==> src/logic/gcn_defs.svh <==
`ifndef GCN_DEFS_SVH
`define GCN_DEFS_SVH

// graph and problem size
`define GCN_NUM_NODES      6
`define GCN_NUM_EDGES      6
`define GCN_NUM_CLASSES    3
`define GCN_NUM_FEATURES   96

// value widths, all unsigned
`define GCN_FEAT_W         5
`define GCN_WEIGHT_W       5

// five neighbours of 31 at most
`define GCN_AGG_W          10

// 96 products of 155 x 31 still fit
`define GCN_ACC_W          21

// memory address and edge entry widths
`define GCN_ADDR_W         7
`define GCN_NODE_W         3

`endif

==> src/logic/gcn_ctrl_pkg.sv <==
`default_nettype none

`include "gcn_defs.svh"

package gcn_ctrl_pkg;

    // top level sequence, one pass per start
    typedef enum logic [2:0] {
        st_idle,
        st_load,
        st_build,
        st_stream,
        st_drain,
        st_scan,
        st_write,
        st_finish
    } ctrl_state_e;

    typedef logic [$clog2(`GCN_NUM_EDGES)-1:0]   edge_idx_t;
    typedef logic [$clog2(`GCN_NUM_CLASSES)-1:0] class_idx_t;
    typedef logic [`GCN_ADDR_W-1:0]              feat_addr_t;

endpackage

`default_nettype wire

==> src/logic/gcn_data_pkg.sv <==
`default_nettype none

`include "gcn_defs.svh"

package gcn_data_pkg;

    // scalar values
    typedef logic [`GCN_FEAT_W-1:0]   feat_t;
    typedef logic [`GCN_WEIGHT_W-1:0] weight_t;
    typedef logic [`GCN_AGG_W-1:0]    agg_t;
    typedef logic [`GCN_ACC_W-1:0]    score_t;
    typedef logic [`GCN_NODE_W-1:0]   node_id_t;

    // one feature for all nodes, indexed by node
    typedef feat_t [`GCN_NUM_NODES-1:0] feat_col_t;

    // one feature's weight for each class
    typedef weight_t [`GCN_NUM_CLASSES-1:0] weight_row_t;

    // row 0 holds the source ends, row 1 the destination ends
    typedef node_id_t [1:0][`GCN_NUM_EDGES-1:0] coo_t;

    // adj_mat[n][m] set when m is a neighbour of n
    typedef logic [`GCN_NUM_NODES-1:0][`GCN_NUM_NODES-1:0] adj_mat_t;

    typedef agg_t [`GCN_NUM_NODES-1:0] agg_vec_t;
    typedef score_t [`GCN_NUM_NODES-1:0][`GCN_NUM_CLASSES-1:0] score_mat_t;
    typedef gcn_ctrl_pkg::class_idx_t [`GCN_NUM_NODES-1:0] class_vec_t;

endpackage

`default_nettype wire

==> src/logic/gcn_ctrl.sv <==
`default_nettype none

`include "gcn_defs.svh"

module gcn_ctrl (
    input  wire logic                     clk,
    input  wire logic                     rst_n,
    input  wire logic                     start,
    output logic                          load_coo,
    output logic                          acc_clear,
    output logic                          edge_en,
    output gcn_ctrl_pkg::edge_idx_t       edge_idx,
    output logic                          input_re,
    output gcn_ctrl_pkg::feat_addr_t      input_addr,
    output logic                          scan_en,
    output gcn_ctrl_pkg::class_idx_t      scan_class,
    output logic                          output_we,
    output logic                          done
);

    import gcn_ctrl_pkg::*;

    ctrl_state_e state;
    ctrl_state_e state_nxt;
    feat_addr_t  step;
    logic        step_last;

    //////////////////////////////
    // step counter
    //////////////////////////////

    // terminal count per state, single cycle states end at once
    always_comb begin
        case (state)
            st_build:  step_last = (step == feat_addr_t'(`GCN_NUM_EDGES - 1));
            st_stream: step_last = (step == feat_addr_t'(`GCN_NUM_FEATURES - 1));
            // two stages between memory and accumulators
            st_drain:  step_last = (step == feat_addr_t'(1));
            st_scan:   step_last = (step == feat_addr_t'(`GCN_NUM_CLASSES - 1));
            default:   step_last = 1'b1;
        endcase
    end

    //////////////////////////////
    // state machine
    //////////////////////////////

    always_comb begin
        state_nxt = state;
        case (state)
            st_idle: begin
                if (start) state_nxt = st_load;
            end
            st_load:   state_nxt = st_build;
            st_build: begin
                if (step_last) state_nxt = st_stream;
            end
            st_stream: begin
                if (step_last) state_nxt = st_drain;
            end
            st_drain: begin
                if (step_last) state_nxt = st_scan;
            end
            st_scan: begin
                if (step_last) state_nxt = st_write;
            end
            st_write:  state_nxt = st_finish;
            // hold done until the next run
            st_finish: begin
                if (start) state_nxt = st_load;
            end
            default:   state_nxt = st_idle;
        endcase
    end

    always_ff @(posedge clk or negedge rst_n) begin
        if (!rst_n) begin
            state <= st_idle;
            step  <= '0;
        end else begin
            state <= state_nxt;
            if (step_last) begin
                step <= '0;
            end else begin
                step <= step + feat_addr_t'(1);
            end
        end
    end

    //////////////////////////////
    // output decode
    //////////////////////////////

    assign load_coo   = (state == st_load);
    assign acc_clear  = (state == st_load);
    assign edge_en    = (state == st_build);
    assign edge_idx   = edge_idx_t'(step);
    assign input_re   = (state == st_stream);
    assign input_addr = step;
    assign scan_en    = (state == st_scan);
    assign scan_class = class_idx_t'(step);
    assign output_we  = (state == st_write);
    assign done       = (state == st_finish);

endmodule

`default_nettype wire

==> src/logic/adj_builder.sv <==
`default_nettype none

`include "gcn_defs.svh"

module adj_builder (
    input  wire logic                     clk,
    input  wire logic                     rst_n,
    input  wire logic                     load_coo,
    input  wire gcn_data_pkg::coo_t       coo_mat,
    input  wire logic                     edge_en,
    input  wire gcn_ctrl_pkg::edge_idx_t  edge_idx,
    output gcn_data_pkg::adj_mat_t        adj_mat
);

    import gcn_data_pkg::*;

    coo_t     coo_q;
    node_id_t src;
    node_id_t dst;
    node_id_t src_row;
    node_id_t dst_row;
    logic     edge_ok;

    // edge list, held for the build pass
    always_ff @(posedge clk) begin
        if (load_coo) begin
            coo_q <= coo_mat;
        end
    end

    assign src = coo_q[0][edge_idx];
    assign dst = coo_q[1][edge_idx];

    // node numbers are one based
    assign src_row = src - node_id_t'(1);
    assign dst_row = dst - node_id_t'(1);

    // 0 and 7 name no node
    assign edge_ok = (src != '0) && (src != '1) && (dst != '0) && (dst != '1);

    always_ff @(posedge clk or negedge rst_n) begin
        if (!rst_n) begin
            adj_mat <= '0;
        end else if (load_coo) begin
            adj_mat <= '0;
        end else if (edge_en && edge_ok) begin
            adj_mat[src_row][dst_row] <= 1'b1;
            adj_mat[dst_row][src_row] <= 1'b1;
        end
    end

endmodule

`default_nettype wire

==> src/logic/feat_aggregator.sv <==
`default_nettype none

`include "gcn_defs.svh"

module feat_aggregator (
    input  wire logic                        clk,
    input  wire logic                        rst_n,
    input  wire logic                        input_re,
    input  wire gcn_data_pkg::adj_mat_t      adj_mat,
    input  wire gcn_data_pkg::feat_col_t     col_features,
    input  wire gcn_data_pkg::weight_row_t   row_weights,
    output gcn_data_pkg::agg_vec_t           agg_vec,
    output gcn_data_pkg::weight_row_t        weights_q,
    output logic                             agg_valid
);

    import gcn_data_pkg::*;

    logic     rd_valid;
    agg_vec_t agg_sum;

    // memory answers one cycle after the read strobe
    always_ff @(posedge clk or negedge rst_n) begin
        if (!rst_n) begin
            rd_valid  <= 1'b0;
            agg_valid <= 1'b0;
        end else begin
            rd_valid  <= input_re;
            agg_valid <= rd_valid;
        end
    end

    //////////////////////////////
    // neighbour sums
    //////////////////////////////

    // adjacency row masks the column without the node itself
    always_comb begin
        agg_sum = '0;
        for (int n = 0; n < `GCN_NUM_NODES; n++) begin
            for (int m = 0; m < `GCN_NUM_NODES; m++) begin
                if (adj_mat[n][m] && (m != n)) begin
                    agg_sum[n] = agg_sum[n] + agg_t'(col_features[m]);
                end
            end
        end
    end

    // weight row travels with its aggregates
    always_ff @(posedge clk) begin
        if (rd_valid) begin
            agg_vec   <= agg_sum;
            weights_q <= row_weights;
        end
    end

endmodule

`default_nettype wire

==> src/logic/transform_accum.sv <==
`default_nettype none

`include "gcn_defs.svh"

module transform_accum (
    input  wire logic                        clk,
    input  wire logic                        rst_n,
    input  wire logic                        acc_clear,
    input  wire logic                        agg_valid,
    input  wire gcn_data_pkg::agg_vec_t      agg_vec,
    input  wire gcn_data_pkg::weight_row_t   weights_q,
    output gcn_data_pkg::score_mat_t         scores
);

    import gcn_data_pkg::*;

    localparam int ProdW = `GCN_AGG_W + `GCN_WEIGHT_W;

    logic [`GCN_NUM_NODES-1:0][`GCN_NUM_CLASSES-1:0][ProdW-1:0] prod;

    //////////////////////////////
    // per feature transform
    //////////////////////////////

    // node aggregate times class weight, full width product
    always_comb begin
        for (int n = 0; n < `GCN_NUM_NODES; n++) begin
            for (int c = 0; c < `GCN_NUM_CLASSES; c++) begin
                prod[n][c] = agg_vec[n] * weights_q[c];
            end
        end
    end

    //////////////////////////////
    // score accumulators
    //////////////////////////////

    // 18 running sums, one per node and class
    always_ff @(posedge clk or negedge rst_n) begin
        if (!rst_n) begin
            scores <= '0;
        end else if (acc_clear) begin
            scores <= '0;
        end else if (agg_valid) begin
            for (int n = 0; n < `GCN_NUM_NODES; n++) begin
                for (int c = 0; c < `GCN_NUM_CLASSES; c++) begin
                    scores[n][c] <= scores[n][c] + score_t'(prod[n][c]);
                end
            end
        end
    end

endmodule

`default_nettype wire

==> src/logic/argmax_classifier.sv <==
`default_nettype none

`include "gcn_defs.svh"

module argmax_classifier (
    input  wire logic                        clk,
    input  wire logic                        rst_n,
    input  wire logic                        scan_en,
    input  wire gcn_ctrl_pkg::class_idx_t    scan_class,
    input  wire gcn_data_pkg::score_mat_t    scores,
    input  wire logic                        output_we,
    output gcn_data_pkg::class_vec_t         y
);

    import gcn_data_pkg::*;

    score_t [`GCN_NUM_NODES-1:0] cand;
    score_t [`GCN_NUM_NODES-1:0] best_score;
    class_vec_t                  best_idx;

    // score of the class under scan, for every node
    always_comb begin
        for (int n = 0; n < `GCN_NUM_NODES; n++) begin
            cand[n] = scores[n][scan_class];
        end
    end

    //////////////////////////////
    // class scan
    //////////////////////////////

    // class 0 seeds the pair, a tie keeps the lower index
    always_ff @(posedge clk) begin
        if (scan_en) begin
            for (int n = 0; n < `GCN_NUM_NODES; n++) begin
                if ((scan_class == '0) || (cand[n] > best_score[n])) begin
                    best_score[n] <= cand[n];
                    best_idx[n]   <= scan_class;
                end
            end
        end
    end

    //////////////////////////////
    // result register
    //////////////////////////////

    always_ff @(posedge clk or negedge rst_n) begin
        if (!rst_n) begin
            y <= '0;
        end else if (output_we) begin
            y <= best_idx;
        end
    end

endmodule

`default_nettype wire

==> src/logic/gcn_top.sv <==
`default_nettype none

`include "gcn_defs.svh"

module gcn_top (
    input  wire logic                        clk,
    input  wire logic                        rst_n,
    input  wire logic                        start,
    input  wire gcn_data_pkg::coo_t          coo_mat,
    input  wire gcn_data_pkg::feat_col_t     col_features,
    input  wire gcn_data_pkg::weight_row_t   row_weights,
    output logic                             input_re,
    output gcn_ctrl_pkg::feat_addr_t         input_addr,
    output logic                             output_we,
    output gcn_data_pkg::class_vec_t         y,
    output logic                             done
);

    import gcn_ctrl_pkg::*;
    import gcn_data_pkg::*;

    // sequencing strobes
    logic        load_coo;
    logic        acc_clear;
    logic        edge_en;
    logic        scan_en;
    edge_idx_t   edge_idx;
    class_idx_t  scan_class;

    // datapath
    adj_mat_t    adj_mat;
    agg_vec_t    agg_vec;
    weight_row_t weights_q;
    logic        agg_valid;
    score_mat_t  scores;

    gcn_ctrl u_ctrl (
        .clk        (clk),
        .rst_n      (rst_n),
        .start      (start),
        .load_coo   (load_coo),
        .acc_clear  (acc_clear),
        .edge_en    (edge_en),
        .edge_idx   (edge_idx),
        .input_re   (input_re),
        .input_addr (input_addr),
        .scan_en    (scan_en),
        .scan_class (scan_class),
        .output_we  (output_we),
        .done       (done)
    );

    adj_builder u_adj (
        .clk      (clk),
        .rst_n    (rst_n),
        .load_coo (load_coo),
        .coo_mat  (coo_mat),
        .edge_en  (edge_en),
        .edge_idx (edge_idx),
        .adj_mat  (adj_mat)
    );

    feat_aggregator u_agg (
        .clk          (clk),
        .rst_n        (rst_n),
        .input_re     (input_re),
        .adj_mat      (adj_mat),
        .col_features (col_features),
        .row_weights  (row_weights),
        .agg_vec      (agg_vec),
        .weights_q    (weights_q),
        .agg_valid    (agg_valid)
    );

    transform_accum u_acc (
        .clk       (clk),
        .rst_n     (rst_n),
        .acc_clear (acc_clear),
        .agg_valid (agg_valid),
        .agg_vec   (agg_vec),
        .weights_q (weights_q),
        .scores    (scores)
    );

    argmax_classifier u_argmax (
        .clk        (clk),
        .rst_n      (rst_n),
        .scan_en    (scan_en),
        .scan_class (scan_class),
        .scores     (scores),
        .output_we  (output_we),
        .y          (y)
    );

endmodule

`default_nettype wire

==> config.mk <==
export PLATFORM = sky130hd
export DESIGN_NAME = gcn_top
export DESIGN_NICKNAME = d
export VERILOG_FILES = /design/src/logic/gcn_ctrl_pkg.sv /design/src/logic/gcn_data_pkg.sv /design/src/logic/gcn_ctrl.sv /design/src/logic/adj_builder.sv /design/src/logic/feat_aggregator.sv /design/src/logic/transform_accum.sv /design/src/logic/argmax_classifier.sv /design/src/logic/gcn_top.sv
export VERILOG_INCLUDE_DIRS = /design/src /design/src/logic
export SDC_FILE = /design/constraint.sdc
export NUM_CORES = 2
export LEC_CHECK = 0
export ABC_CLOCK_PERIOD_IN_PS = 12000
export BUFFER_PORTS_ARGS = -buffer_cell sky130_fd_sc_hd__buf_2
export CAP_MARGIN = 30
export CORE_MARGIN = 5
export CORE_UTILIZATION = 55
export CTS_CLUSTER_SIZE = 10
export DETAILED_ROUTE_END_ITERATION = 16
export GPL_ROUTABILITY_DRIVEN = 0
export GPL_TIMING_DRIVEN = 0
export PLACE_DENSITY_LB_ADDON = 0.05
export SLEW_MARGIN = 0
export SYNTH_ARGS = -nofsm -noshare
export SYNTH_HDL_FRONTEND = slang
export SYNTH_SLANG_ARGS = --single-unit
==> constraint.sdc <==
create_clock -name clk -period 12 [get_ports clk]
set_input_delay 0.6 -clock clk [delete_from_list [all_inputs] [get_ports clk]]
set_output_delay 0.6 -clock clk [all_outputs]
set_load 0.01 [all_outputs]
Yosys cells after proc, flatten, opt, wreduce, memory -nomap -nowiden
Cells that the tools add are included.

Add/subtract/negate cells: 45. $mul: 18. Magnitude comparators: 12. Equal/unequal tests: 18. Multiplexer cells: 66. Bitwise logic cells: 2. Reductions and logical operators: 26.

Operators by type and width (count): 378-bit 2-to-1 mux (2); 21-bit by 15-bit adder with 21-bit output (18); 10-bit by 5-bit multiplier with 15-bit output (18); 21-bit binary-select mux with 2-bit select (6); 10-bit by 5-bit adder with 10-bit output (23); 10-bit 2-to-1 mux (23); 21-bit greater-than comparator (6); 21-bit 2-to-1 mux (6); 36-bit 2-to-1 mux (2); 36-bit OR (2); 6-bit demux with 3-bit select (2); 5-bit 2-to-1 mux (6); 3-bit 2-to-1 mux (7); 3-bit one-hot mux with 7 select lines (1); 3-bit binary-select mux with 3-bit select (2); 6-bit 2-to-1 mux (3); 3-bit equality test (second input constant) (4); 3-bit by 4-bit < comparator with 1-bit output (second input constant) (3); 2-bit AND reduction (6); 7-bit by 1-bit adder with 7-bit output (second input constant) (1); 7-bit by 1-bit equality test with 1-bit output (second input constant) (1); 7-bit by 2-bit equality test with 1-bit output (second input constant) (1); 7-bit by 3-bit equality test with 1-bit output (second input constant) (1); 7-bit equality test (second input constant) (1); other kinds (21) (42).

Register bits: 687. Output and inout port bits: 22. Word-level logic and storage cells: 254.

Longest topological paths before layout
Depth after elaboration: 13. Mapped depth: 29. Gate-level depth less buffers: 26.

Hierarchy
A second synthesis with hierarchy kept.

Cell total of the unflattened synthesis: 8284. Area, all modules: 75338.5 um2.

Modules (own cells, without submodules): transform_accum (times used 1, cells each 5836, area an instance 51405.6 um2, sequential area each 9459.1 um2); argmax_classifier (times used 1, cells each 1043, area an instance 10382.5 um2, sequential area each 4444.3 um2); feat_aggregator (times used 1, cells each 1060, area an instance 9491.6 um2, sequential area each 2122.0 um2); adj_builder (times used 1, cells each 246, area an instance 3230.6 um2, sequential area each 1981.9 um2); gcn_ctrl (times used 1, cells each 99, area an instance 828.3 um2, sequential area each 250.2 um2).

Least setup slack after synthesis
No wires, ideal clock.

Kind: input to register. Start point: input col_features[6] in the netlist's numbering. End point: register u_agg.agg_vec[6] in the netlist's numbering, data pin. Setup time: 0.278 ns. Arrival time: 5.475 ns. Data required time: 11.722 ns. Path slack: 6.247 ns. Stages on the path: 29. Path through: buf_2 -> buf_6 -> buf_2 -> nand2_1 -> xnor2_1 -> ha_1 -> a31o_2 -> or2_2 -> nand3_1 -> xnor2_1 -> ha_1 -> nor2b_1 -> o21ai_0 -> nand2b_1 -> xnor2_1 -> nand2_1 -> o21ai_0 -> inv_1 -> ha_1 -> xor2_1 -> mux2i_1 -> ha_1 -> and3_1 -> a221oi_1 -> a21oi_1 -> mux2i_1 -> o22ai_1 -> a22oi_1 -> o211ai_1.

RTL lines: start, declared (line gcn_top.sv:10) `input wire gcn_data_pkg::feat_col_t col_features,`; end signal, assigned (line feat_aggregator.sv:52) `agg_vec <= agg_sum;`; end, declared (line feat_aggregator.sv:12) `output gcn_data_pkg::agg_vec_t agg_vec,`.

==> flow_metrics.tcl <==
set metrics [dict create \
    htree_num_levels 3 \
    core_area_um2 127000 \
    hp-class "input pin to flop" \
    finClkSkew_ns 0.0350 \
    area_growth_pct 9.79 \
    dr.first_iter.drc_count 7289 \
    routed_wl_um 272000 \
    synth_edf_count 243 \
    stdcell_count 9733 \
    cp.arrival_ns 6.84 \
    async_flop_share_pct 64.0 \
    root_buffer "clkbuf_16" \
    ys_seq_area_share_pct 25.7 \
    dpl_cell_area_um2 74300 \
    drc_errors 0 \
    cts_buffers 89 \
    grt_pass1_wl_um 394000 \
    slew_headroom_pct 18.6 \
    drv_slew 0 \
    die_h_um 368 \
    vias 61670 \
    wl_per_cell_um 27.9 \
    yosys_most_used_dff "dfrtp_1" \
    viasPerCell 6.34 \
    dieArea_um2 135000 \
    setup_viol_count_final 0 \
    ys_ff_latch 675 \
    antenna_found_initial 35 \
    ys_warn_count 0 \
    clkTransAtPathRegs_ns 0.06 \
    ios 106 \
    startpoint_type "flop" \
    grt_pass1_vias 59079 \
    syn_inst 7693 \
    syn_avg_cell_area_um2 9.15 \
    outcome "complete, no violations" \
    worstSkewPairLatency_ns 0.74 \
    nets 9342 \
    max_freq_mhz 155 \
    num_rows 131 \
    fin_area_um2 77300 \
    dr.pass1.iters 8 \
    cts_buffer_depth 3 \
    grt_max_degree 107 \
    worstPathRequired_ns 12.36 \
    die_w_um 368 \
    maxCapViolations 0 \
    period_share_pct 53.9 \
    drive_above_1_share_pct 6.24 \
    synth_cell_type_count 95 \
    critPathKind "flop to flop" \
    hpwl_um 206000 \
    worstPathMaxFanout 10 \
    overflow 0 \
    min_period_ns 6.47 \
    track_usage_pct 39.6 \
    crit_path_end_kind "flop" \
    cts_tree "yes" \
    start_util_pct 55.3 \
    drtAntennaViolNets 0 \
    clkSinkCount 675 \
    port_buffers 104 \
    dp.cells 9530 \
    worstMarginPinSlew_ns 1.22 \
    rsz0062_at_grt "false" \
    syn_area_um2 70400 \
    hold_viol 0 \
]
==> layout by cell type (no fill, tap or decap), types with 243 or more instances in the layout <==
master	instances
nand2_1	962
inv_1	839
ha_1	681
fa_1	612
nor2_1	470
o21ai_0	433
dfrtp_1	431
and2_1	412
a21oi_1	331
clkbuf_1	302
mux2i_1	263
edfxtp_1	243
==> metrics by stage <==
step | hold WS, ns | util (%) | setup TNS [ns] | setup slack (ns)
2_1_floorplan | 0.304 | - | 0 | 6.25
3_3_place_gp | 0.419 | 57.3 | -97.81 | -0.363
3_5_place_dp | 0.421 | 58.4 | 0 | 5.22
4_1_cts | 0.0187 | 60.6 | 0 | 5.69
5_1_grt | 0.0301 | 60.6 | 0 | 5.32
6_report | 0.0501 | 60.7 | 0 | 5.53
==> synth_stat cells (36+ instances only) <==
library cell    n  area share, %
or3_1          41           0.36
and3_1         38           0.34
nor2_1        472            2.5
mux2i_1       263            3.7
xnor2_1       159            2.0
nor2b_1        88           0.78
mux2_2         58           0.93
o22ai_1        41           0.36
nand2b_1       55           0.49
o211ai_1       49           0.52
nand3_1       121           0.86
a21oi_1       332            2.4
xor2_1         94            1.2
nor3_1        100           0.71
nor4b_1        36           0.45
fa_1          612             17
nand2_1       962            5.1
o21a_1         97            1.0
ha_1          681             12
and2_1        412            3.7
nand4_1        48           0.43
edfxtp_1      243             10
dfrtp_1       432             15
a21o_1        112            1.2
a211oi_1       84           0.90
clkbuf_1      315            1.7
o21ai_0       433            3.1
inv_1         839            4.5
==> path summary, 6_finish.rpt <==
check	start	end	slack, ns	cells past startpoint
max	u_adj.adj_mat[12]	u_agg.agg_vec[25]	5.53	24
min	row_weights[4]	u_agg.weights_q[4]	0.05	1
max reg2reg	u_adj.adj_mat[12]	u_agg.agg_vec[25]	5.53	24
min reg2reg	u_argmax.best_idx[0]	u_argmax.y[0]	0.43	2
max in group asynchronous	rst_n	u_adj.adj_mat[20]	9.84	4
min in group asynchronous	rst_n	u_acc.scores[86]	0.48	2
==> repair_timing <==
action | CTS | global route
hold endpoints to repair | 60 | 0
gates resized for setup | 0 | 0
setup buffers | 0 | 0
endpoints found under the setup margin | 0 | 0
hold buffers | 1 | 0
==> routing by layer <==
metal / vias to the layer above / share of wire, % / GRT usage (%)
li1: 26773 / - / -
met1: 30357 / 38 / 51.7
met2: 3644 / 41 / 57.6
met3: 882 / 12 / 11.3
met4: 14 / 8.2 / 26.1
met5: - / 0.031 / 0
==> critical path, cell delays in order (launching register included) <==
cell	delay, ns
dfrtp_1	0.40
clkbuf_1	0.34
and2_1	0.20
ha_1	0.29
ha_1	0.31
a21oi_1	0.06
nor4_1	0.28
o21ai_0	0.19
nand2_1	0.11
ha_1	0.26
o211ai_1	0.33
a21oi_1	0.13
a31oi_1	0.27
ha_1	0.34
o21ai_0	0.09
nor2_1	0.07
o21ai_0	0.17
o21a_1	0.18
ha_1	0.29
nand2_1	0.08
o21ai_0	0.10
o21a_1	0.18
o21ai_0	0.41
xnor2_1	0.14
xnor2_1	0.86
==> cell families after synthesis <==
logic type	count (synthesis)	synth area share, %
adders and majority gates	1294	29.5
AOI/OAI and AO/OA	1475	13.5
muxes	327	4.86
DFF	675	25.7
and+or+nand+nor	2470	16.8
buffers and inverters	1198	6.45
xor gates and xnor gates	253	3.15
other	1	0.00533
==> registers in the layout, summed over array words and instances (netlist names) <==
register,cells
u_acc.scores,378
u_argmax.best_score,126
u_agg.agg_vec,54
u_adj.coo_q,36
u_adj.adj_mat,30
u_agg.weights_q,15
u_argmax.best_idx,12
u_argmax.y,12
u_ctrl.input_addr,7
u_ctrl.state,3
u_agg.agg_valid,1
u_agg.rd_valid,1
==> area by class of cell <==
| type | count | area (um2) |
|---|---|---|
| multi-input combinational | 5825 | 47800 |
| fill | 11109 | 50100 |
| timing repair buffer | 176 | 1790 |
| tap | 1662 | 2080 |
| buffer | 356 | 1460 |
| inverter | 842 | 3160 |
| sequential | 675 | 18100 |
| clock inverter | 28 | 283 |
| antenna | 30 | 75.1 |
| clock buffer | 139 | 2500 |
Power is not shown: default switching activity piles up to over one toggle a cycle in this logic, so the estimate is an artifact.
